--- src/design/core_cfg_pkg.sv ---
package core_cfg_pkg;

   // machine widths
   localparam int XLEN   = 64;
   localparam int ADDR_W = 39; // sv39 sized virtual address

   typedef logic [XLEN-1:0]   xlen_t;
   typedef logic [ADDR_W-1:0] addr_t;

   // x0..x31
   typedef logic [4:0] reg_idx_t;

   // load/store sequencer
   typedef enum logic {
      LSU_IDLE, // waiting for a load or store
      LSU_BUSY  // request on the bus until ready
   } lsu_state_e;

endpackage

--- src/design/rv_isa_pkg.sv ---
package rv_isa_pkg;

   // major opcodes, instruction bits [6:0]
   typedef enum logic [6:0] {
      OPC_LUI       = 7'b0110111,
      OPC_AUIPC     = 7'b0010111,
      OPC_JAL       = 7'b1101111,
      OPC_JALR      = 7'b1100111,
      OPC_BRANCH    = 7'b1100011,
      OPC_LOAD      = 7'b0000011,
      OPC_STORE     = 7'b0100011,
      OPC_OP_IMM    = 7'b0010011,
      OPC_OP_IMM_32 = 7'b0011011, // addiw slliw srliw sraiw
      OPC_OP        = 7'b0110011,
      OPC_OP_32     = 7'b0111011  // addw subw sllw srlw sraw
   } opcode_e;

   // alu operations, word form is a separate flag
   typedef enum logic [3:0] {
      ALU_ADD,
      ALU_SUB,
      ALU_XOR,
      ALU_OR,
      ALU_AND,
      ALU_SLL,
      ALU_SRL,
      ALU_SRA,
      ALU_SLT,
      ALU_SLTU,
      ALU_PASS_IMM, // lui
      ALU_ADD_PC,   // auipc
      ALU_LINK      // jal/jalr return address
   } alu_op_e;

   // branch funct3, 010 and 011 reserved
   typedef enum logic [2:0] {
      BR_EQ  = 3'b000,
      BR_NE  = 3'b001,
      BR_LT  = 3'b100,
      BR_GE  = 3'b101,
      BR_LTU = 3'b110,
      BR_GEU = 3'b111
   } branch_f3_e;

   // load/store funct3, also the bus size code
   typedef enum logic [2:0] {
      LS_B  = 3'b000,
      LS_H  = 3'b001,
      LS_W  = 3'b010,
      LS_D  = 3'b011,
      LS_BU = 3'b100,
      LS_HU = 3'b101,
      LS_WU = 3'b110
   } ls_size_e;

   localparam logic [31:0] NOP_INSTR = 32'h0000_0013; // addi x0, x0, 0

endpackage

--- src/design/dec_if.sv ---
`timescale 1ns/100ps

interface dec_if;
   import rv_isa_pkg::*;
   import core_cfg_pkg::*;

   reg_idx_t   rd;
   reg_idx_t   rs1;
   reg_idx_t   rs2;
   xlen_t      imm;       // already sign extended
   alu_op_e    alu_op;
   logic       word_op;   // 32-bit form, result sign extended from bit 31
   logic       use_imm;   // operand b is imm, not rs2
   logic       writes_rd; // false for x0, branch, store
   logic       is_branch;
   logic       is_jal;
   logic       is_jalr;
   logic       is_load;
   logic       is_store;
   logic [2:0] funct3;    // branch condition or load/store size

   // decoder side
   modport dec (output rd, rs1, rs2, imm, alu_op, word_op, use_imm, writes_rd,
                output is_branch, is_jal, is_jalr, is_load, is_store, funct3);

   // read side for alu, regs, pc and lsu
   modport usr (input rd, rs1, rs2, imm, alu_op, word_op, use_imm, writes_rd,
                input is_branch, is_jal, is_jalr, is_load, is_store, funct3);

endinterface

--- src/design/decode_unit.sv ---
`timescale 1ns/100ps

module decode_unit (
   input  logic [31:0] instr_i,
   dec_if.dec          dec
);
   import rv_isa_pkg::*;
   import core_cfg_pkg::*;

   opcode_e     opc_raw;
   logic        known;
   logic [31:0] ir;      // word actually decoded
   opcode_e     opc;
   logic        reg_form; // op and op_32 take operand b from rs2
   xlen_t       imm_i;
   xlen_t       imm_s;
   xlen_t       imm_b;
   xlen_t       imm_u;
   xlen_t       imm_j;

   assign opc_raw = opcode_e'(instr_i[6:0]);

   // filter words we do not execute
   always_comb begin
      case (opc_raw)
         OPC_LUI, OPC_AUIPC, OPC_JAL: known = 1'b1;
         OPC_OP_IMM, OPC_OP_IMM_32, OPC_OP, OPC_OP_32: known = 1'b1;
         OPC_JALR:   known = (instr_i[14:12] == 3'b000);
         OPC_BRANCH: known = (instr_i[14:13] != 2'b01); // 010/011 reserved
         OPC_LOAD:   known = (instr_i[14:12] != 3'b111);
         OPC_STORE:  known = ~instr_i[14];               // sb sh sw sd only
         default:    known = 1'b0;
      endcase
   end

   assign ir  = known ? instr_i : NOP_INSTR; // unknown words retire as addi x0
   assign opc = opcode_e'(ir[6:0]);
   assign reg_form = (opc == OPC_OP) || (opc == OPC_OP_32);

   // immediates
   assign imm_i = {{52{ir[31]}}, ir[31:20]};
   assign imm_s = {{52{ir[31]}}, ir[31:25], ir[11:7]};
   assign imm_b = {{52{ir[31]}}, ir[7], ir[30:25], ir[11:8], 1'b0};
   assign imm_u = {{32{ir[31]}}, ir[31:12], 12'b0};
   assign imm_j = {{44{ir[31]}}, ir[19:12], ir[20], ir[30:21], 1'b0};

   assign dec.rd     = ir[11:7];
   assign dec.rs1    = ir[19:15];
   assign dec.rs2    = ir[24:20];
   assign dec.funct3 = ir[14:12];

   assign dec.word_op   = (opc == OPC_OP_IMM_32) || (opc == OPC_OP_32);
   assign dec.use_imm   = ~reg_form;
   assign dec.is_branch = (opc == OPC_BRANCH);
   assign dec.is_jal    = (opc == OPC_JAL);
   assign dec.is_jalr   = (opc == OPC_JALR);
   assign dec.is_load   = (opc == OPC_LOAD);
   assign dec.is_store  = (opc == OPC_STORE);
   assign dec.writes_rd = (ir[11:7] != 5'd0) && (opc != OPC_BRANCH) && (opc != OPC_STORE);

   always_comb begin
      case (opc)
         OPC_STORE:          dec.imm = imm_s;
         OPC_BRANCH:         dec.imm = imm_b;
         OPC_LUI, OPC_AUIPC: dec.imm = imm_u;
         OPC_JAL:            dec.imm = imm_j;
         default:            dec.imm = imm_i; // op_imm, load, jalr
      endcase
   end

   // alu op from opcode, funct3, funct7 bit 5
   always_comb begin
      case (opc)
         OPC_LUI:           dec.alu_op = ALU_PASS_IMM;
         OPC_AUIPC:         dec.alu_op = ALU_ADD_PC;
         OPC_JAL, OPC_JALR: dec.alu_op = ALU_LINK;
         OPC_OP_IMM, OPC_OP_IMM_32, OPC_OP, OPC_OP_32: begin
            case (ir[14:12])
               3'b000:  dec.alu_op = (reg_form && ir[30]) ? ALU_SUB : ALU_ADD; // no subi
               3'b001:  dec.alu_op = ALU_SLL;
               3'b010:  dec.alu_op = ALU_SLT;
               3'b011:  dec.alu_op = ALU_SLTU;
               3'b100:  dec.alu_op = ALU_XOR;
               3'b101:  dec.alu_op = ir[30] ? ALU_SRA : ALU_SRL;
               3'b110:  dec.alu_op = ALU_OR;
               default: dec.alu_op = ALU_AND;
            endcase
         end
         default: dec.alu_op = ALU_ADD; // load/store address and branch compare done elsewhere
      endcase
   end

endmodule

--- src/flat_wrapper.sv ---
// flat-port wrapper written by rule: the top's interface ports become plain ports
module decode_unit_flat import rv_isa_pkg::*; import core_cfg_pkg::*;
  (instr_i, dec_rd, dec_rs1, dec_rs2, dec_imm, dec_alu_op, dec_word_op, dec_use_imm, dec_writes_rd, dec_is_branch, dec_is_jal, dec_is_jalr, dec_is_load, dec_is_store, dec_funct3);
  dec_if dec_i ();
  input  logic [31:0] instr_i;
  output wire logic [$bits(dec_i.rd)-1:0] dec_rd;
  output wire logic [$bits(dec_i.rs1)-1:0] dec_rs1;
  output wire logic [$bits(dec_i.rs2)-1:0] dec_rs2;
  output wire logic [$bits(dec_i.imm)-1:0] dec_imm;
  output wire logic [$bits(dec_i.alu_op)-1:0] dec_alu_op;
  output wire logic [$bits(dec_i.word_op)-1:0] dec_word_op;
  output wire logic [$bits(dec_i.use_imm)-1:0] dec_use_imm;
  output wire logic [$bits(dec_i.writes_rd)-1:0] dec_writes_rd;
  output wire logic [$bits(dec_i.is_branch)-1:0] dec_is_branch;
  output wire logic [$bits(dec_i.is_jal)-1:0] dec_is_jal;
  output wire logic [$bits(dec_i.is_jalr)-1:0] dec_is_jalr;
  output wire logic [$bits(dec_i.is_load)-1:0] dec_is_load;
  output wire logic [$bits(dec_i.is_store)-1:0] dec_is_store;
  output wire logic [$bits(dec_i.funct3)-1:0] dec_funct3;
  assign dec_rd = dec_i.rd;
  assign dec_rs1 = dec_i.rs1;
  assign dec_rs2 = dec_i.rs2;
  assign dec_imm = dec_i.imm;
  assign dec_alu_op = dec_i.alu_op;
  assign dec_word_op = dec_i.word_op;
  assign dec_use_imm = dec_i.use_imm;
  assign dec_writes_rd = dec_i.writes_rd;
  assign dec_is_branch = dec_i.is_branch;
  assign dec_is_jal = dec_i.is_jal;
  assign dec_is_jalr = dec_i.is_jalr;
  assign dec_is_load = dec_i.is_load;
  assign dec_is_store = dec_i.is_store;
  assign dec_funct3 = dec_i.funct3;
  decode_unit u_core (.instr_i(instr_i), .dec(dec_i));
endmodule
--- config.mk ---
export PLATFORM = sky130hd
export DESIGN_NAME = decode_unit_flat
export DESIGN_NICKNAME = d
export VERILOG_FILES = /design/src/design/core_cfg_pkg.sv /design/src/design/rv_isa_pkg.sv /design/src/design/dec_if.sv /design/src/design/decode_unit.sv /design/src/flat_wrapper.sv
export SDC_FILE = /design/constraint.sdc
export NUM_CORES = 1
export LEC_CHECK = 0
export CORE_AREA = 2 2 49 51
export DETAILED_ROUTE_END_ITERATION = 8
export DIE_AREA = 0 0 51 53
export DONT_BUFFER_PORTS = 1
export GPL_ROUTABILITY_DRIVEN = 0
export GPL_TIMING_DRIVEN = 0
export PLACE_DENSITY = 0.77
export SYNTH_ARGS = -nofsm -noshare
export SYNTH_HDL_FRONTEND = slang
export SYNTH_SLANG_ARGS = --single-unit
--- constraint.sdc ---
create_clock -name vclk -period 8.65
set_input_delay 1.73 -clock vclk [all_inputs]
set_output_delay 1.73 -clock vclk [all_outputs]
set_load 0.02 [all_outputs]
==> impl_metrics.ini <==
[run_status]
status = complete, no violations

[layout]
num-fill-cells = 203
drive_above_1_share_pct = 36.5
clkbuf_count = 0
diodes = 0
nNetsFinal = 212
register_area_sq_um = 0
nFlopsAndLatches = 0
instances_no_fill = 206
multi_input_area_sq_um = 820
fin_area_sq_um = 1200
area_growth_pct = 4.60

[setup_path]
critPathMaxFanout = 10
crit_type = input pin to primary output
crit_arrival_ps = 3310
cp-start-kind = input pin
cp-end-kind = primary output
worstPathRequired_ps = 6920

[die]
core_area_sq_um = 2150
initial_utilization_pct = 53.2
fp.dieH_um = 53
rows = 17
die_w_um = 51
ios = 126
dieArea_sq_um = 2700

[timing]
tightest_slew_ps = 782
relSlewSlack_pct = 47.5
fmax_ghz = 0.198
setup_tns_ps = 0
slew_violations = 0
period_share_pct = 58.3
setup_viol = 0
rsz0062_at_grt = no
fin_crit_ps = 5040
hold_viol_final = 0

[worst_hold_path]
hp-class = input pin to primary output
whs_path_depth = 1
worstHoldStart = instr_i[5]
min_to = dec_is_load

[global_route]
antenna_found_initial = 0
grt_usage_pct = 21.2
grt_max_degree = 29
grt-ovfl-total = 0
grt_pass1_wl_um = 4570
grt_pass1_vias = 925

[place]
place_area_sq_um = 1200
placed_cells = 206
port_buffers = 0
dp_hpwl_um = 2700

[yosys]
synth_nets = 209
synth.most_common_cell = nand2_1
synth_top_area_cell = buf_4
ys_types = 43
avgSynthCellArea_sq_um = 6.46
synth_common_cells = nand2_1, buf_4, nor2b_1, nor2_1, a21oi_2
synth_cells = 177
ys_warn_count = 0
synth_top_cell_area_share_pct = 21.0
netlist_area_sq_um = 1140
yosysSeqAreaShare_pct = 0
netlist_top_cells_area = buf_4, nor2b_1, nand2_1

[clock_network]
cts_hold_buf = 0
post_cts_resized = 0
post-cts-setup-buffers = 0

[route]
drc = 0
drtPass1Iterations = 4
drt.antenna.violating_nets = 0
wirelength_um = 3330
initialDrtViolationCount = 39
via_count = 1201
vias_per_cell = 5.83
post_drt_wl_per_cell_um = 16.2

[power_and_ir_drop]
leakage_uw = 0.000521
ir_worst_vdd_v = 0.0000186
post-layout-total-power_uw = 45.5
powerDensity_nw_per_um2 = 38.0

[job]
drv_cap = 0
[final cells by class]
| cell class | count | share of cell area, % |
|---|---|---|
| plain buffers | 44 | 27.0 |
| inverters | 1 | 0.314 |
| multi-input cells | 132 | 68.5 |
| well taps | 28 | 2.93 |
| repair buffers | 1 | 1.26 |
[worst max path at each step]
| stage | start | to | depth (start not counted) |
|---|---|---|---|
| after global placement | instr_i[2] | dec_imm[51] | 7 |
| final | instr_i[2] | dec_imm[11] | 6 |
| after CTS | instr_i[2] | dec_imm[11] | 6 |
| after global routing | instr_i[2] | dec_imm[11] | 6 |
| after detailed placement | instr_i[2] | dec_imm[11] | 6 |
| after floorplan | instr_i[2] | dec_imm[32] | 7 |
[layout by cell type, fill, tap and decap left out, types with 2 or more instances in the layout]
cell,synthesis,final
nand2_1,35,35
nand2b_1,3,3
nand4_1,2,2
buf_4,32,32
nor2b_1,22,21
o21ai_0,4,4
nor2_1,12,12
nor3_1,3,3
clkbuf_1,2,2
a21oi_1,4,4
a22oi_1,5,5
nor3b_1,4,4
and2b_1,3,3
o22ai_1,2,2
buf_6,4,4
a21oi_2,8,8
buf_2,6,6
[power by group]
part / total (uW) / internal, uW / switching (uW)
clock: 0 / 0 / 0
sequential: 0 / 0 / 0
combinational: 45.5 / 15.8 / 29.7
total: 45.5 / 15.8 / 29.7
[per-stage QoR]
step           setup WS (ps)  hold slack [ps]  util (%)
2_1_floorplan           2810             3540         -
3_3_place_gp            2570             3550      54.9
3_5_place_dp            3620             3550      55.7
4_1_cts                 3620             3550      55.7
5_1_grt                 3460             3550      55.7
6_report                3610             3550      55.7
[worst max-delay path, stage by stage]
cell,delay [ps]
buf_6,110
nor2_1,160
nand4_1,190
nor2b_1,500
o21ai_0,170
a21oi_1,440
[cells by family (layout without fill, tap and decap cells)]
family / Yosys count / in the layout / share of synthesized area, %
AND/OR/NAND/NOR: 99 / 99 / 49.2
AO/OA/AOI/OAI: 33 / 33 / 22.2
buffers and inverters: 45 / 46 / 28.6
[per-layer routing]
| metal | GRT usage, % | vias to the layer above | wire length (um) |
|---|---|---|---|
| met4 | 1.80 | 0 | 0 |
| met2 | 38.3 | 66 | 1690 |
| li1 | - | 573 | - |
| met5 | 0 | - | 0 |
| met3 | 3.67 | 0 | 311 |
| met1 | 27.0 | 562 | 1330 |
Note: power is estimated with default switching activity, not from simulation.
