<file path="config.mk">
export PLATFORM = sky130hd
export DESIGN_NAME = lsu_ctrl_flat
export DESIGN_NICKNAME = d
export VERILOG_FILES = /design/src/design/core_cfg_pkg.sv /design/src/design/rv_isa_pkg.sv /design/src/design/dec_if.sv /design/src/design/lsu_ctrl.sv /design/src/flat_wrapper.sv
export SDC_FILE = /design/constraint.sdc
export NUM_CORES = 1
export LEC_CHECK = 0
export BUFFER_PORTS_ARGS = -buffer_cell sky130_fd_sc_hd__clkbuf_2
export CAP_MARGIN = 15
export CELL_PAD_IN_SITES_DETAIL_PLACEMENT = 0
export CELL_PAD_IN_SITES_GLOBAL_PLACEMENT = 1
export CORE_AREA = 2 2 182 184
export DETAILED_ROUTE_END_ITERATION = 8
export DIE_AREA = 0 0 184 186
export PLACE_DENSITY_LB_ADDON = 0.12
export SYNTH_ARGS = -nofsm -noshare
export SYNTH_HDL_FRONTEND = slang
export SYNTH_SLANG_ARGS = --single-unit
</file>
<file path="constraint.sdc">
create_clock -name clk -period 10.9 [get_ports clk]
set_input_delay 0 -clock clk [delete_from_list [all_inputs] [get_ports clk]]
set_output_delay 0 -clock clk [all_outputs]
set_load 0.02 [all_outputs]
</file>
<file path="src/design/core_cfg_pkg.sv">
package core_cfg_pkg;

   // machine widths
   localparam int XLEN   = 64;
   localparam int ADDR_W = 39; // sv39 sized virtual address

   typedef logic [XLEN-1:0]   xlen_t;
   typedef logic [ADDR_W-1:0] addr_t;

   // x0..x31
   typedef logic [4:0] reg_idx_t;

   // load/store sequencer
   typedef enum logic {
      LSU_IDLE, // waiting for a load or store
      LSU_BUSY  // request on the bus until ready
   } lsu_state_e;

endpackage

</file>
<file path="src/design/rv_isa_pkg.sv">
package rv_isa_pkg;

   // major opcodes, instruction bits [6:0]
   typedef enum logic [6:0] {
      OPC_LUI       = 7'b0110111,
      OPC_AUIPC     = 7'b0010111,
      OPC_JAL       = 7'b1101111,
      OPC_JALR      = 7'b1100111,
      OPC_BRANCH    = 7'b1100011,
      OPC_LOAD      = 7'b0000011,
      OPC_STORE     = 7'b0100011,
      OPC_OP_IMM    = 7'b0010011,
      OPC_OP_IMM_32 = 7'b0011011, // addiw slliw srliw sraiw
      OPC_OP        = 7'b0110011,
      OPC_OP_32     = 7'b0111011  // addw subw sllw srlw sraw
   } opcode_e;

   // alu operations, word form is a separate flag
   typedef enum logic [3:0] {
      ALU_ADD,
      ALU_SUB,
      ALU_XOR,
      ALU_OR,
      ALU_AND,
      ALU_SLL,
      ALU_SRL,
      ALU_SRA,
      ALU_SLT,
      ALU_SLTU,
      ALU_PASS_IMM, // lui
      ALU_ADD_PC,   // auipc
      ALU_LINK      // jal/jalr return address
   } alu_op_e;

   // branch funct3, 010 and 011 reserved
   typedef enum logic [2:0] {
      BR_EQ  = 3'b000,
      BR_NE  = 3'b001,
      BR_LT  = 3'b100,
      BR_GE  = 3'b101,
      BR_LTU = 3'b110,
      BR_GEU = 3'b111
   } branch_f3_e;

   // load/store funct3, also the bus size code
   typedef enum logic [2:0] {
      LS_B  = 3'b000,
      LS_H  = 3'b001,
      LS_W  = 3'b010,
      LS_D  = 3'b011,
      LS_BU = 3'b100,
      LS_HU = 3'b101,
      LS_WU = 3'b110
   } ls_size_e;

   localparam logic [31:0] NOP_INSTR = 32'h0000_0013; // addi x0, x0, 0

endpackage

</file>
<file path="src/design/dec_if.sv">
`timescale 1ns/100ps

interface dec_if;
   import rv_isa_pkg::*;
   import core_cfg_pkg::*;

   reg_idx_t   rd;
   reg_idx_t   rs1;
   reg_idx_t   rs2;
   xlen_t      imm;       // already sign extended
   alu_op_e    alu_op;
   logic       word_op;   // 32-bit form, result sign extended from bit 31
   logic       use_imm;   // operand b is imm, not rs2
   logic       writes_rd; // false for x0, branch, store
   logic       is_branch;
   logic       is_jal;
   logic       is_jalr;
   logic       is_load;
   logic       is_store;
   logic [2:0] funct3;    // branch condition or load/store size

   // decoder side
   modport dec (output rd, rs1, rs2, imm, alu_op, word_op, use_imm, writes_rd,
                output is_branch, is_jal, is_jalr, is_load, is_store, funct3);

   // read side for alu, regs, pc and lsu
   modport usr (input rd, rs1, rs2, imm, alu_op, word_op, use_imm, writes_rd,
                input is_branch, is_jal, is_jalr, is_load, is_store, funct3);

endinterface

</file>
<file path="src/design/lsu_ctrl.sv">
`timescale 1ns/100ps

module lsu_ctrl (
   input  logic                 clk,
   input  logic                 reset,
   dec_if.usr                   dec,
   input  core_cfg_pkg::xlen_t  rs1_val_i,
   input  core_cfg_pkg::xlen_t  rs2_val_i,
   output logic                 stall_o,
   output logic                 load_valid_o,
   output core_cfg_pkg::xlen_t  load_data_o,
   output logic                 bus_valid_o,
   output logic                 bus_write_o,
   output core_cfg_pkg::addr_t  bus_addr_o,
   output core_cfg_pkg::xlen_t  bus_wdata_o,
   output rv_isa_pkg::ls_size_e bus_size_o,
   input  logic                 bus_ready_i,
   input  core_cfg_pkg::xlen_t  bus_rdata_i
);
   import rv_isa_pkg::*;
   import core_cfg_pkg::*;

   lsu_state_e state;
   logic       mem_op;   // load or store presented
   logic       start;    // leaving idle this cycle
   ls_size_e   size_d;
   xlen_t      eff_addr;
   xlen_t      wdata_d;  // store data, low bytes only

   assign mem_op   = dec.is_load || dec.is_store;
   assign start    = (state == LSU_IDLE) && mem_op;
   assign size_d   = ls_size_e'(dec.funct3);
   assign eff_addr = rs1_val_i + dec.imm;

   always_comb begin
      case (size_d)
         LS_B:    wdata_d = {56'b0, rs2_val_i[7:0]};
         LS_H:    wdata_d = {48'b0, rs2_val_i[15:0]};
         LS_W:    wdata_d = {32'b0, rs2_val_i[31:0]};
         default: wdata_d = rs2_val_i;
      endcase
   end

   always_ff @(posedge clk or negedge reset) begin
      if (!reset) begin
         state       <= LSU_IDLE;
         bus_write_o <= 1'b0;
      end else if (start) begin
         state       <= LSU_BUSY;
         bus_write_o <= dec.is_store;
      end else if ((state == LSU_BUSY) && bus_ready_i) begin // transfer edge
         state       <= LSU_IDLE;
         bus_write_o <= 1'b0;
      end
   end

   // request payload, stable for the whole busy phase
   always_ff @(posedge clk) begin
      if (start) begin
         bus_addr_o  <= eff_addr[ADDR_W-1:0];
         bus_size_o  <= size_d;
         bus_wdata_o <= wdata_d;
      end
   end

   assign bus_valid_o  = (state == LSU_BUSY);
   assign stall_o      = start || ((state == LSU_BUSY) && !bus_ready_i);
   assign load_valid_o = (state == LSU_BUSY) && bus_ready_i && !bus_write_o;

   // extend read data by the latched size
   always_comb begin
      case (bus_size_o)
         LS_B:    load_data_o = {{56{bus_rdata_i[7]}}, bus_rdata_i[7:0]};
         LS_H:    load_data_o = {{48{bus_rdata_i[15]}}, bus_rdata_i[15:0]};
         LS_W:    load_data_o = {{32{bus_rdata_i[31]}}, bus_rdata_i[31:0]};
         LS_BU:   load_data_o = {56'b0, bus_rdata_i[7:0]};
         LS_HU:   load_data_o = {48'b0, bus_rdata_i[15:0]};
         LS_WU:   load_data_o = {32'b0, bus_rdata_i[31:0]};
         default: load_data_o = bus_rdata_i; // ld
      endcase
   end

endmodule

</file>
<file path="src/flat_wrapper.sv">
// flat-port wrapper written by rule: the top's interface ports become plain ports
module lsu_ctrl_flat import rv_isa_pkg::*; import core_cfg_pkg::*;
  (clk, reset, rs1_val_i, rs2_val_i, stall_o, load_valid_o, load_data_o, bus_valid_o, bus_write_o, bus_addr_o, bus_wdata_o, bus_size_o, bus_ready_i, bus_rdata_i, dec_rd, dec_rs1, dec_rs2, dec_imm, dec_alu_op, dec_word_op, dec_use_imm, dec_writes_rd, dec_is_branch, dec_is_jal, dec_is_jalr, dec_is_load, dec_is_store, dec_funct3);
  dec_if dec_i ();
  input  logic clk;
  input  logic reset;
  input  core_cfg_pkg::xlen_t rs1_val_i;
  input  core_cfg_pkg::xlen_t rs2_val_i;
  output logic stall_o;
  output logic load_valid_o;
  output core_cfg_pkg::xlen_t load_data_o;
  output logic bus_valid_o;
  output logic bus_write_o;
  output core_cfg_pkg::addr_t bus_addr_o;
  output core_cfg_pkg::xlen_t bus_wdata_o;
  output rv_isa_pkg::ls_size_e bus_size_o;
  input  logic bus_ready_i;
  input  core_cfg_pkg::xlen_t bus_rdata_i;
  input wire logic [$bits(dec_i.rd)-1:0] dec_rd;
  input wire logic [$bits(dec_i.rs1)-1:0] dec_rs1;
  input wire logic [$bits(dec_i.rs2)-1:0] dec_rs2;
  input wire logic [$bits(dec_i.imm)-1:0] dec_imm;
  input wire logic [$bits(dec_i.alu_op)-1:0] dec_alu_op;
  input wire logic [$bits(dec_i.word_op)-1:0] dec_word_op;
  input wire logic [$bits(dec_i.use_imm)-1:0] dec_use_imm;
  input wire logic [$bits(dec_i.writes_rd)-1:0] dec_writes_rd;
  input wire logic [$bits(dec_i.is_branch)-1:0] dec_is_branch;
  input wire logic [$bits(dec_i.is_jal)-1:0] dec_is_jal;
  input wire logic [$bits(dec_i.is_jalr)-1:0] dec_is_jalr;
  input wire logic [$bits(dec_i.is_load)-1:0] dec_is_load;
  input wire logic [$bits(dec_i.is_store)-1:0] dec_is_store;
  input wire logic [$bits(dec_i.funct3)-1:0] dec_funct3;
  assign dec_i.rd = dec_rd;
  assign dec_i.rs1 = dec_rs1;
  assign dec_i.rs2 = dec_rs2;
  assign dec_i.imm = dec_imm;
  assign dec_i.alu_op = dec_alu_op;
  assign dec_i.word_op = dec_word_op;
  assign dec_i.use_imm = dec_use_imm;
  assign dec_i.writes_rd = dec_writes_rd;
  assign dec_i.is_branch = dec_is_branch;
  assign dec_i.is_jal = dec_is_jal;
  assign dec_i.is_jalr = dec_is_jalr;
  assign dec_i.is_load = dec_is_load;
  assign dec_i.is_store = dec_is_store;
  assign dec_i.funct3 = dec_funct3;
  lsu_ctrl u_core (.clk(clk), .reset(reset), .dec(dec_i), .rs1_val_i(rs1_val_i), .rs2_val_i(rs2_val_i), .stall_o(stall_o), .load_valid_o(load_valid_o), .load_data_o(load_data_o), .bus_valid_o(bus_valid_o), .bus_write_o(bus_write_o), .bus_addr_o(bus_addr_o), .bus_wdata_o(bus_wdata_o), .bus_size_o(bus_size_o), .bus_ready_i(bus_ready_i), .bus_rdata_i(bus_rdata_i));
endmodule
</file>
==> impl_metrics.tcl <==
set metrics [dict create \
    fp.dieW_um 184 \
    layout_min_cycle_time_ns 2.884 \
    reg2reg_slack_ns 8.25 \
    syn_area_um2 6492 \
    drt-wirelength-per-cell_um 17.01 \
    worstHoldPathType "in -> out" \
    antenna_found_initial 0 \
    drt_iter0_markers 214 \
    coreArea_um2 32210 \
    viasPerCell 4.226 \
    rows 66 \
    grt_max_degree 54 \
    synth.distinct_cells 67 \
    worstHoldStart "bus_rdata_i[6]" \
    tightest_slew_ns 1.075 \
    p_leak_nw 4.628 \
    crit_path_cell_trace "dlygate4sd3_1 -> clkbuf_2 -> ha_1 -> inv_1 -> fa_1 -> nor2b_1 -> o211ai_1 -> a21boi_1 -> o21ai_1 -> nand2b_1 -> a41oi_2 -> o31a_1 -> xnor2_1" \
    hold_viol_final 0 \
    num_vias 6026 \
    holdPathEnd "load_data_o[6]" \
    rsz0062_at_grt "false" \
    startpoint "rs1_val_i[0]" \
    regArea_um2 3233 \
    ir_drop_mv 0.06253 \
    synth_common_cells "106 x edfxtp_1, 64 x nand2_1, 63 x nor2b_1" \
    synth_top_family_by_area "compound AO/OA/AOI/OAI gates" \
    rr_worst_depth 3 \
    gr-total-overflow 0 \
    insertion_delay_ns 0.37 \
    synthMostInstantiatedCell "edfxtp_1" \
    synth_xor_area_share_pct 4.856 \
    ys_seq_area_share_pct 49.80 \
    yosys.area_share.simple_pct 15.94 \
    ys.warnings.count 0 \
    htree_levels 3 \
    root_buffer "clkbuf_16" \
    fill_cells 3451 \
    clkSinkCount 108 \
    cts_buffers 9 \
    outcome "finished clean" \
    synth_seq_cells 108 \
    hold_depth 0 \
    synth.area.top_cells "edfxtp_1 49%, ha_1 7.3%, nor2b_1 6.1%" \
    end_kind "register" \
    ys.flop_type "edfxtp_1" \
    path_class "in -> reg" \
    yosys.area.top_type_share_pct 49.03 \
    timing.fmax_ghz 0.3467 \
    place_congestion 0.7551 \
    post-route-period-util_pct 26.46 \
    post_cts_resized 0 \
    path_clk_slew_ns 0.08 \
    reg2reg_from "u_core.bus_valid_o$_DFFE_PN0P_" \
    cp.arrival_ns 3.00 \
    dp.final_hpwl_mm 19.63 \
    path_max_fanout 4 \
    synthCells 588 \
    grt_pass1_vias 6187 \
    async_flop_share_pct 1.852 \
    drive_above_1_share_pct 41.26 \
    cap_violations 0 \
    multi_input_area_um2 3013 \
    cp_slowest_cell "dlygate4sd3_1" \
    max_slew_margin_pct 28.36 \
    setup_violations 0 \
    grt_pass1_wl_mm 34.80 \
    n_antenna_cell 0 \
    dp_cells 1335 \
    cts_tree "done" \
    ant_nets 0 \
    max_stage_delay_ns 0.52 \
    port_buffers 373 \
    startpoint_type "primary input" \
    finalWirelength_mm 24.26 \
    fin_area_um2 9769 \
    drc 0 \
    synth_top_cell_by_area "edfxtp_1" \
    cp.required_ns 11.02 \
    maxSlewViolCount 0 \
    synth.area.mux_share_pct 0.1542 \
    r2r_end "u_core.bus_addr_o[4]$_DFFE_PP_" \
    syn_avg_cell_area_um2 11.04 \
    fin_skew_ns 0.01095 \
    fin_hold_ws_ns 0.000008856 \
    die-area_um2 34220 \
    synth-edff-count 106 \
    initial_core_util_pct 20.16 \
    grt_usage_pct 13.61 \
    place_area_um2 8702 \
    setup_tns_ns 0 \
    clk_path_buf_depth 2 \
    synth_compound_area_share_pct 17.33 \
    fp.dieH_um 186 \
    powerDensity_nw_per_um2 130.8 \
    syn2layout_area_growth_pct 50.47 \
    dr.pass1.iters 4 \
    finalNonFillerCells 1426 \
    syn-num-nets 916 \
    ios 463 \
    yosys.area_share.adder_pct 7.632 \
    nets 1341 \
]
## cells by family after synthesis
logic type,after synthesis
and+or+nand+nor,197
AOI/OAI and AO/OA,156
DFF,108
buffers and inverters,51
adders and majority gates,39
xor gates and xnor gates,36
muxes,1
## per-layer routing
layer  GRT usage (%)  routed length (µm)  vias to the layer above
met1           13.98                9073                     2777
li1                -                   -                     2977
met5               0                   0                        -
met3           3.776                1761                       29
met4           5.184                 526                        0
met2           26.10               12900                      243
## per-stage QoR
stage	utilization [%]	power, W	setup slack [ns]
2_1_floorplan	-	0.0007800	5.371
3_3_place_gp	27.02	0.0009196	8.141
3_5_place_dp	27.02	0.0009171	8.157
4_1_cts	30.33	0.001303	8.020
5_1_grt	30.33	0.001350	7.853
6_report	30.33	0.001278	8.016
## registers in the layout, summed over array words and instances, names as in the netlist
register and cells:
u_core.bus_write_o 1, u_core.bus_wdata_o 64, u_core.bus_size_o 3, u_core.bus_addr_o 39, u_core.bus_valid_o 1
## timing repair
action	CTS	global route
endpoints found under the hold margin	72	0
buffers inserted	0	0
hold buffers	75	0
## worst max-delay path by stage
stage,to,slack (ns)
finish,u_core.bus_addr_o[32]$_DFFE_PP_,8.02
global route,u_core.bus_addr_o[38]$_DFFE_PP_,7.85
CTS,u_core.bus_addr_o[32]$_DFFE_PP_,8.02
detailed placement,u_core.bus_addr_o[32]$_DFFE_PP_,8.16
global placement,u_core.bus_addr_o[32]$_DFFE_PP_,8.14
floorplan,u_core.bus_addr_o[0]$_DFFE_PP_,5.37
## critical path: cells and delay by family
| family | cells | cell delay (ns) |
|---|---|---|
| adders and majority gates | 2 | 0.58 |
| buffers and inverters | 3 | 0.69 |
| xor gates and xnor gates | 1 | 0.12 |
| and+or+nand+nor | 2 | 0.43 |
| AOI/OAI and AO/OA | 5 | 1.16 |
## cells in the final DEF (no fill, tap or decap), drive strengths merged, types with 2 or more instances in the layout
cell type    synthesis  final
a2111oi              2      2
clkinv               0      4
xor2                12     12
dfrtp                2      2
nand3b               2      2
nor3                 5      5
o21bai               8      8
nand2               64     64
and2                 3      3
a21o                47     47
o31ai                2      2
edfxtp             106    106
nor4                 2      2
o221ai               2      2
or3                  3      3
a41oi                2      2
dlygate4sd3          0     75
nor2                24     24
xnor2               24     24
o21a                 7      7
o21ai               27     27
buf                 16      4
ha                  38     38
a31oi                2      2
inv                 13     16
clkbuf              22    382
nand2b               3      3
a21boi               3      3
nand3               10     10
nand4               10     10
or4                  3      3
o31a                 3      3
a21oi               38     38
nor2b               63     63
o211ai               3      3
## where the power goes
part	switching (W)	internal [W]	leakage (nW)
Clock	0.000186	0.000167	0.152
Combinational	0.000243	0.000158	3.44
Sequential	0.0000129	0.000510	1.03
Total	0.000443	0.000836	4.63
## cell type report
class / instances / share of cell area, %
Clock inverter: 7 / 0.9349
Sequential cell: 108 / 33.09
Clock buffer: 9 / 2.305
Inverter: 13 / 0.4995
Multi-Input combinational cell: 429 / 30.84
Tap cell: 408 / 5.225
Timing Repair Buffer: 452 / 27.10
Power figures use the tool's default switching activity.
