`config.mk`:
```
export PLATFORM = sky130hd
export DESIGN_NAME = pc_unit_flat
export DESIGN_NICKNAME = d
export VERILOG_FILES = /design/src/design/core_cfg_pkg.sv /design/src/design/rv_isa_pkg.sv /design/src/design/dec_if.sv /design/src/design/pc_unit.sv /design/src/flat_wrapper.sv
export SDC_FILE = /design/constraint.sdc
export NUM_CORES = 1
export LEC_CHECK = 0
export BUFFER_PORTS_ARGS = -buffer_cell sky130_fd_sc_hd__buf_4
export CAP_MARGIN = 20
export CORE_MARGIN = 2
export CORE_UTILIZATION = 54
export DETAILED_ROUTE_END_ITERATION = 7
export GPL_TIMING_DRIVEN = 0
export HOLD_SLACK_MARGIN = 0.15
export PLACE_DENSITY = 0.84
export SLEW_MARGIN = 10
export SYNTH_ARGS = -nofsm -noshare
export SYNTH_HDL_FRONTEND = slang
export SYNTH_SLANG_ARGS = --single-unit
```
`constraint.sdc`:
```
create_clock -name clk -period 3.9 [get_ports clk]
set_input_delay 0.975 -clock clk [delete_from_list [all_inputs] [get_ports clk]]
set_output_delay 0.975 -clock clk [all_outputs]
set_load 0.02 [all_outputs]
```
`src/design/core_cfg_pkg.sv`:
```
package core_cfg_pkg;

   // machine widths
   localparam int XLEN   = 64;
   localparam int ADDR_W = 39; // sv39 sized virtual address

   typedef logic [XLEN-1:0]   xlen_t;
   typedef logic [ADDR_W-1:0] addr_t;

   // x0..x31
   typedef logic [4:0] reg_idx_t;

   // load/store sequencer
   typedef enum logic {
      LSU_IDLE, // waiting for a load or store
      LSU_BUSY  // request on the bus until ready
   } lsu_state_e;

endpackage

```
`src/design/rv_isa_pkg.sv`:
```
package rv_isa_pkg;

   // major opcodes, instruction bits [6:0]
   typedef enum logic [6:0] {
      OPC_LUI       = 7'b0110111,
      OPC_AUIPC     = 7'b0010111,
      OPC_JAL       = 7'b1101111,
      OPC_JALR      = 7'b1100111,
      OPC_BRANCH    = 7'b1100011,
      OPC_LOAD      = 7'b0000011,
      OPC_STORE     = 7'b0100011,
      OPC_OP_IMM    = 7'b0010011,
      OPC_OP_IMM_32 = 7'b0011011, // addiw slliw srliw sraiw
      OPC_OP        = 7'b0110011,
      OPC_OP_32     = 7'b0111011  // addw subw sllw srlw sraw
   } opcode_e;

   // alu operations, word form is a separate flag
   typedef enum logic [3:0] {
      ALU_ADD,
      ALU_SUB,
      ALU_XOR,
      ALU_OR,
      ALU_AND,
      ALU_SLL,
      ALU_SRL,
      ALU_SRA,
      ALU_SLT,
      ALU_SLTU,
      ALU_PASS_IMM, // lui
      ALU_ADD_PC,   // auipc
      ALU_LINK      // jal/jalr return address
   } alu_op_e;

   // branch funct3, 010 and 011 reserved
   typedef enum logic [2:0] {
      BR_EQ  = 3'b000,
      BR_NE  = 3'b001,
      BR_LT  = 3'b100,
      BR_GE  = 3'b101,
      BR_LTU = 3'b110,
      BR_GEU = 3'b111
   } branch_f3_e;

   // load/store funct3, also the bus size code
   typedef enum logic [2:0] {
      LS_B  = 3'b000,
      LS_H  = 3'b001,
      LS_W  = 3'b010,
      LS_D  = 3'b011,
      LS_BU = 3'b100,
      LS_HU = 3'b101,
      LS_WU = 3'b110
   } ls_size_e;

   localparam logic [31:0] NOP_INSTR = 32'h0000_0013; // addi x0, x0, 0

endpackage

```
`src/design/dec_if.sv`:
```
`timescale 1ns/100ps

interface dec_if;
   import rv_isa_pkg::*;
   import core_cfg_pkg::*;

   reg_idx_t   rd;
   reg_idx_t   rs1;
   reg_idx_t   rs2;
   xlen_t      imm;       // already sign extended
   alu_op_e    alu_op;
   logic       word_op;   // 32-bit form, result sign extended from bit 31
   logic       use_imm;   // operand b is imm, not rs2
   logic       writes_rd; // false for x0, branch, store
   logic       is_branch;
   logic       is_jal;
   logic       is_jalr;
   logic       is_load;
   logic       is_store;
   logic [2:0] funct3;    // branch condition or load/store size

   // decoder side
   modport dec (output rd, rs1, rs2, imm, alu_op, word_op, use_imm, writes_rd,
                output is_branch, is_jal, is_jalr, is_load, is_store, funct3);

   // read side for alu, regs, pc and lsu
   modport usr (input rd, rs1, rs2, imm, alu_op, word_op, use_imm, writes_rd,
                input is_branch, is_jal, is_jalr, is_load, is_store, funct3);

endinterface

```
`src/design/pc_unit.sv`:
```
`timescale 1ns/100ps

module pc_unit #(
   parameter core_cfg_pkg::addr_t RESET_VECTOR = '0
) (
   input  logic                clk,
   input  logic                reset,
   dec_if.usr                  dec,
   input  logic                stall_i,
   input  core_cfg_pkg::xlen_t rs1_val_i,
   input  core_cfg_pkg::xlen_t rs2_val_i,
   output core_cfg_pkg::addr_t pc_o
);
   import rv_isa_pkg::*;
   import core_cfg_pkg::*;

   logic  taken;    // branch condition holds
   xlen_t jalr_sum; // rs1 + imm
   addr_t pc_next;

   // six branch conditions
   always_comb begin
      case (branch_f3_e'(dec.funct3))
         BR_EQ:   taken = (rs1_val_i == rs2_val_i);
         BR_NE:   taken = (rs1_val_i != rs2_val_i);
         BR_LT:   taken = ($signed(rs1_val_i) < $signed(rs2_val_i));
         BR_GE:   taken = ($signed(rs1_val_i) >= $signed(rs2_val_i));
         BR_LTU:  taken = (rs1_val_i < rs2_val_i);
         BR_GEU:  taken = (rs1_val_i >= rs2_val_i);
         default: taken = 1'b0;
      endcase
   end

   assign jalr_sum = rs1_val_i + dec.imm;

   always_comb begin
      if (dec.is_jalr) begin
         pc_next = {jalr_sum[ADDR_W-1:1], 1'b0}; // bit 0 cleared
      end else if (dec.is_jal || (dec.is_branch && taken)) begin
         pc_next = pc_o + dec.imm[ADDR_W-1:0];   // pc relative
      end else begin
         pc_next = pc_o + addr_t'(4);
      end
   end

   // pc holds while a load/store waits on the bus
   always_ff @(posedge clk or negedge reset) begin
      if (!reset) begin
         pc_o <= RESET_VECTOR;
      end else if (!stall_i) begin
         pc_o <= pc_next;
      end
   end

endmodule

```
`src/flat_wrapper.sv`:
```
// flat-port wrapper written by rule: the top's interface ports become plain ports
module pc_unit_flat import rv_isa_pkg::*; import core_cfg_pkg::*;
#(
   parameter core_cfg_pkg::addr_t RESET_VECTOR = '0
)
  (clk, reset, stall_i, rs1_val_i, rs2_val_i, pc_o, dec_rd, dec_rs1, dec_rs2, dec_imm, dec_alu_op, dec_word_op, dec_use_imm, dec_writes_rd, dec_is_branch, dec_is_jal, dec_is_jalr, dec_is_load, dec_is_store, dec_funct3);
  dec_if dec_i ();
  input  logic clk;
  input  logic reset;
  input  logic stall_i;
  input  core_cfg_pkg::xlen_t rs1_val_i;
  input  core_cfg_pkg::xlen_t rs2_val_i;
  output core_cfg_pkg::addr_t pc_o;
  input wire logic [$bits(dec_i.rd)-1:0] dec_rd;
  input wire logic [$bits(dec_i.rs1)-1:0] dec_rs1;
  input wire logic [$bits(dec_i.rs2)-1:0] dec_rs2;
  input wire logic [$bits(dec_i.imm)-1:0] dec_imm;
  input wire logic [$bits(dec_i.alu_op)-1:0] dec_alu_op;
  input wire logic [$bits(dec_i.word_op)-1:0] dec_word_op;
  input wire logic [$bits(dec_i.use_imm)-1:0] dec_use_imm;
  input wire logic [$bits(dec_i.writes_rd)-1:0] dec_writes_rd;
  input wire logic [$bits(dec_i.is_branch)-1:0] dec_is_branch;
  input wire logic [$bits(dec_i.is_jal)-1:0] dec_is_jal;
  input wire logic [$bits(dec_i.is_jalr)-1:0] dec_is_jalr;
  input wire logic [$bits(dec_i.is_load)-1:0] dec_is_load;
  input wire logic [$bits(dec_i.is_store)-1:0] dec_is_store;
  input wire logic [$bits(dec_i.funct3)-1:0] dec_funct3;
  assign dec_i.rd = dec_rd;
  assign dec_i.rs1 = dec_rs1;
  assign dec_i.rs2 = dec_rs2;
  assign dec_i.imm = dec_imm;
  assign dec_i.alu_op = dec_alu_op;
  assign dec_i.word_op = dec_word_op;
  assign dec_i.use_imm = dec_use_imm;
  assign dec_i.writes_rd = dec_writes_rd;
  assign dec_i.is_branch = dec_is_branch;
  assign dec_i.is_jal = dec_is_jal;
  assign dec_i.is_jalr = dec_is_jalr;
  assign dec_i.is_load = dec_is_load;
  assign dec_i.is_store = dec_is_store;
  assign dec_i.funct3 = dec_funct3;
  pc_unit #(.RESET_VECTOR(RESET_VECTOR)) u_core (.clk(clk), .reset(reset), .dec(dec_i), .stall_i(stall_i), .rs1_val_i(rs1_val_i), .rs2_val_i(rs2_val_i), .pc_o(pc_o));
endmodule
```
==> impl_metrics.toml, run 1 <==
[cts]
ctsHoldBuffers = 0
clock-root-buffer = "clkbuf_16"
worstSkewPairLatency_ps = 290
numCtsBuffers = 5
clock_sinks = 39
h-tree-depth = 2
clk_path_buf_depth = 2
cts.clk_slew.worst_paths_ps = 60
cts_tree = "built"

[sta]
fin_crit_sh_pct = 97.9
hold_slack_ps = 604
fin_tns_setup_ps = 0
min_period_ps = 3820
skew_ps = 4.97
hold_viol_final = 0
fmax_mhz = 262
slew_headroom_pct = 50.6
setup_violations = 0
tightest_slew_ps = 741
drv_slew = 0

[yosys]
ys_top_cells_by_count = "ha_1, a21oi_1, nand2_1"
synth_area_leaders = "ha_1, dfrtp_1, a21oi_1, xnor2_1, nand2_1"
yosysWarnings = 0
synth_cell_types = 76
synth_area_leader_cell = "ha_1"
ys_ff_latch = 39
synth.avg_cell_area_sq_um = 7.33
yosysMostFrequentCell = "ha_1"
synthesis.instances = 1138
ys.flop_type = "dfrtp_1"
syn_area_sq_um = 8350
synth_nets = 1505
synth-edff-count = 0
synthArstFlopShare_pct = 100
synth_top_area_share_pct = 21.0
yosysSeqAreaShare_pct = 11.7

[placement]
dp_hpwl_mm = 22.2
port_buffers = 212
placed_area_sq_um = 10200
place.gp.congestion = 1.04

[detailed_routing]
wirelength_mm = 27.8
drt-wirelength-per-cell_um = 17.9
dr_total_vias = 9611
drc = 0
drtPass1Iterations = 5
drt_iter0_drc = 811
via_per_inst = 6.17
ant_nets = 0

[layout]
num-fill-cells = 1303
largest_register_ffs = 39
drive_gt1_share_pct = 22.3
regMostFlops = "u_core.pc_o"
finalInstanceArea_sq_um = 10700
antenna_cells = 0
area_growth_pct = 28.0
top_regs = "u_core.pc_o x39"
final_util_pct = 70.6
fin_nets = 1735

[worst_setup_path]
endpoint = "u_core.pc_o[36]"
crit_type = "input pin to register"
cp-end-kind = "register"
startpoint_type = "input pin"
rrSetupSlack_ps = 410
crit_required_ps = 4080
cp-startpoint = "dec_imm[1]"
worstReg2RegEnd = "u_core.pc_o[27]"
r2r-start = "u_core.pc_o[2]"
r2r_cells = 11
arrival_ps = 4000
crit_fanout = 5

[global_route]
grt_max_degree = 40
antenna_found_initial = 0
grt_pass1_wl_mm = 42.1
gr-total-overflow = 0
grt_pass1_vias = 8738
grtUsageTotal_pct = 31.6

[floorplanning]
coreArea_sq_um = 15100
initial_core_util_pct = 55.1
fp.dieArea_sq_um = 16500
io_pins = 264
core.rowCount = 45
die_w_um = 128
dieHeight_um = 128

[power_and_ir_drop]
p_clk_share_pct = 10.7
netSwitchingFraction_pct = 49.8
net-switching-power_w = 0.00195
intPower_w = 0.00197
power_frac_seq_pct = 19.1
combPwrFrac_pct = 70.3
p_per_area_nw_per_um2 = 367
peakVddDrop_mv = 0.223
leakage_nw = 5.05

[run_status]
run_status = "completed"

[run]
max-cap-violations = 0

[min_path]
hp-class = "register to register"
per-layer routing:
| layer | part of all wire [%] | global-route usage (%) | vias up |
|---|---|---|---|
| met5 | 0 | 0 | - |
| met4 | 3.2 | 11.4 | 0 |
| met3 | 7.6 | 2.84 | 64 |
| met2 | 47 | 53.8 | 457 |
| met1 | 42 | 41.7 | 4461 |
| li1 | - | - | 4629 |
power groups by stage:
| stage | combinational (W) | clock (W) | sequential [W] |
|---|---|---|---|
| 2_1_floorplan | 0.00171 | 0 | 0.000812 |
| 3_3_place_gp | 0.00255 | 0 | 0.000745 |
| 3_5_place_dp | 0.00259 | 0 | 0.000745 |
| 4_1_cts | 0.00262 | 0.000413 | 0.000738 |
| 5_1_grt | 0.00300 | 0.000426 | 0.000763 |
| 6_report | 0.00275 | 0.000418 | 0.000747 |
area by class of cell:
class	count	area, sq um	area share [%]
well taps	188	235	2.20
repair buffers	224	1690	15.8
inverters	88	330	3.09
plain buffers	31	159	1.49
clock inverters	1	5.00	0.0468
multi-input cells	979	7160	67.0
clock buffers	7	133	1.24
flip-flops and latches	39	976	9.13
worst max-delay path, stage by stage:
cell	delay (ps)
buf_4	110
inv_1	60
fa_1	460
nor2b_1	180
o211ai_1	150
a31o_2	330
a31oi_4	230
o21ai_2	130
a311oi_4	320
buf_4	200
a21oi_2	90
o21ai_2	240
xnor2_1	140
o21ai_0	80
a211o_1	270
logic make-up after synthesis:
family,synth area share (%)
adders and majority gates,21.5
DFF,11.7
AOI/OAI and AO/OA,28.1
buffers and inverters,5.79
xor gates and xnor gates,10.6
and+or+nand+nor,21.0
muxes,1.35
per-stage QoR:
step / power, W / std cells / worst slack (ps)
floorplan: 0.00252 / 1138 / 354
global placement: 0.00329 / 1538 / -913
detailed placement: 0.00334 / 1539 / -601
CTS: 0.00377 / 1548 / 9.67
global route: 0.00419 / 1557 / -57.1
finish: 0.00392 / 1557 / 82.9
cell usage in the layout (no fill, tap or decap), types with 7 or more instances in the layout:
cell / instances
nand2_1: 113
o21ai_0: 55
nand3_1: 43
nor2_1: 91
xnor2_1: 59
ha_1: 130
xor2_1: 42
buf_4: 223
a211oi_1: 22
a21oi_1: 115
dfrtp_1: 39
clkbuf_1: 22
a21o_1: 36
nand2b_1: 7
o21a_1: 9
ha_4: 10
mux2i_1: 8
o21ai_1: 19
inv_1: 84
o211ai_1: 11
nor3_1: 25
and3_1: 8
o21bai_1: 10
nor2b_1: 11
a31oi_1: 7
nand4_1: 35
how the worst min path moves through the flow:
| stage | slack (ps) | to | startpoint | cells after the start |
|---|---|---|---|---|
| 2_1_floorplan | 630 | u_core.pc_o[0] | u_core.pc_o[0] | 2 |
| 3_3_place_gp | 560 | u_core.pc_o[0] | u_core.pc_o[0] | 2 |
| 3_5_place_dp | 570 | u_core.pc_o[0] | u_core.pc_o[0] | 2 |
| 4_1_cts | 580 | u_core.pc_o[0] | u_core.pc_o[0] | 2 |
| 5_1_grt | 650 | u_core.pc_o[0] | u_core.pc_o[0] | 2 |
| 6_report | 600 | u_core.pc_o[0] | u_core.pc_o[0] | 2 |
what timing repair did:
item                                    4_1_cts  5_1_grt
endpoints found under the setup margin       37       32
pin swaps                                     4       16
gates cloned                                  0        1
setup buffers                                 1        9
gates resized for setup                       7       51
(Power assumes the default switching activity.)
==> run 2: changes to the inputs <==
- CELL_PAD_IN_SITES_DETAIL_PLACEMENT: unset -> 0
- CELL_PAD_IN_SITES_GLOBAL_PLACEMENT: unset -> 1
- CORE_UTILIZATION: 54 -> 38
- PLACE_DENSITY: 0.84 -> unset
- PLACE_DENSITY_LB_ADDON: unset -> 0.1
==> impl_metrics.toml, run 2 (synthesized netlist as in run 1, its figures left out) <==
[run_status]
run_status = "completed"

[layout]
drive_gt1_share_pct = 21.6
regMostFlops = "u_core.pc_o"
final_common_cell = "buf_4"
final_util_pct = 49.8
finalInstanceArea_sq_um = 10800
final_cell_mix = "buf_4, ha_1, a21oi_1"
area_growth_pct = 29.5
final_cells = 1646
antenna_cells = 0
num-fill-cells = 2278
top_regs = "u_core.pc_o x39"
fin_nets = 1732
largest_register_ffs = 39

[worst_setup_path]
cp-end-kind = "register"
crit_fanout = 10
r2r_cells = 11
arrival_ps = 3930
startpoint_type = "input pin"
crit_type = "input pin to register"
crit_required_ps = 4050

[detailed_routing]
wl_met2_mm = 13.6
ant_nets = 0
highest_layer = "met5"
via_per_inst = 5.57
drtPass1Iterations = 5
drt-wirelength-per-cell_um = 17.8
wl_met1_mm = 13.3
drt_iter0_drc = 551
dr_total_vias = 9164
wirelength_mm = 29.3
dr_wl_met3_mm = 1.46
drc = 0

[sta]
skew_ps = 6.80
hold_viol_final = 0
drv_slew = 0
min_period_ps = 3780
setup_ws_ps = 124
fmax_mhz = 265
slew_headroom_pct = 49.6
setup_violations = 0
fin_crit_sh_pct = 96.8
hold_slack_ps = 569
tightest_slew_ps = 755

[placement]
dp_hpwl_mm = 24.3
placed_area_sq_um = 10300
place_inst = 1630
place_ws_ps = -721
port_buffers = 212
place.gp.congestion = 0.935

[floorplanning]
coreArea_sq_um = 21700
fp.dieArea_sq_um = 23200
die_w_um = 152
io_pins = 264
core.rowCount = 54
dieHeight_um = 152
initial_core_util_pct = 38.5

[power_and_ir_drop]
leakage_nw = 5.11
p_per_area_nw_per_um2 = 375
intPower_w = 0.00210
peakVddDrop_mv = 0.203
p_clk_share_pct = 13.8
power_frac_seq_pct = 18.5
combPwrFrac_pct = 67.7
net-switching-power_w = 0.00195
netSwitchingFraction_pct = 48.1

[min_path]
hp-class = "register to register"
worstHoldPathCells = 2

[cts]
cts.clk_slew.worst_paths_ps = 70
worstSkewPairLatency_ps = 290
ctsHoldBuffers = 0
numCtsBuffers = 5
cts_tree = "built"
clock_sinks = 39
clk_path_buf_depth = 2
clock-root-buffer = "clkbuf_16"
h-tree-depth = 2

[global_route]
antenna_found_initial = 1
grt_pass1_vias = 8858
grt_max_degree = 40
gr-total-overflow = 0
grt_pass1_wl_mm = 46.0
grtUsageTotal_pct = 24.4

[run]
max-cap-violations = 0
run 2: changes by cell type in the layout (fill, tap and decap cells not counted), sizes merged:
cell    change
clkinv      -1
buf         -4
bufinv      +2
run 2: critical path: stages:
cell and delay [ps]:
buf_4 130, ha_1 300, nand4_1 140, nor2_1 70, a22o_1 230, o41ai_4 470
a31oi_1 160, a211oi_2 340, mux2i_4 300, buf_12 150, buf_12 130, mux2i_1 180
nor2_1 50, a211oi_1 240, a21oi_1 70
run 2: final cells by class:
class / count / area (sq um) / area share (%)
Multi-Input combinational cell: 979 / 7090 / 65.6
Timing Repair Buffer: 220 / 1690 / 15.6
Sequential cell: 39 / 976 / 9.03
Tap cell: 280 / 350 / 3.24
Inverter: 88 / 330 / 3.06
Buffer: 32 / 183 / 1.69
Clock buffer: 6 / 129 / 1.19
Clock inverter: 2 / 60.1 / 0.556
run 2: repair_timing:
| action | CTS | global route |
|---|---|---|
| buffers inserted | 4 | 3 |
| gates resized for setup | 11 | 33 |
| setup endpoints to repair | 39 | 34 |
| pin swaps | 6 | 13 |
| cloned | 0 | 1 |
run 2: worst paths after layout:
kind / startpoint / endpoint / slack [ps]
max: rs1_val_i[15] / u_core.pc_o[31] / 120
min: u_core.pc_o[0] / u_core.pc_o[0] / 570
max reg2reg: u_core.pc_o[2] / u_core.pc_o[27] / 510
min reg2reg: u_core.pc_o[0] / u_core.pc_o[0] / 570
max in group asynchronous: reset / u_core.pc_o[17] / 2820
min in group asynchronous: reset / u_core.pc_o[14] / 670
run 2: power groups by stage:
stage                     clock (W)  sequential, W  combinational (W)
after floorplan                   0       0.000812            0.00171
after global placement            0       0.000758            0.00263
after detailed placement          0       0.000755            0.00263
after CTS                  0.000563       0.000749            0.00267
after global routing       0.000576       0.000775            0.00302
final                      0.000559       0.000748            0.00274
run 2: metrics by stage:
step	total power, W	TNS (ps)
2_1_floorplan	0.00252	0
3_3_place_gp	0.00339	-41100
3_5_place_dp	0.00339	-22350
4_1_cts	0.00398	0
5_1_grt	0.00437	-8.58
6_report	0.00405	0
run 2: per-layer routing:
metal,up-vias,GRT usage [%]
met4,2,7.92
met5,-,0
met3,45,3.10
met1,4235,32.6
li1,4621,-
met2,261,40.8
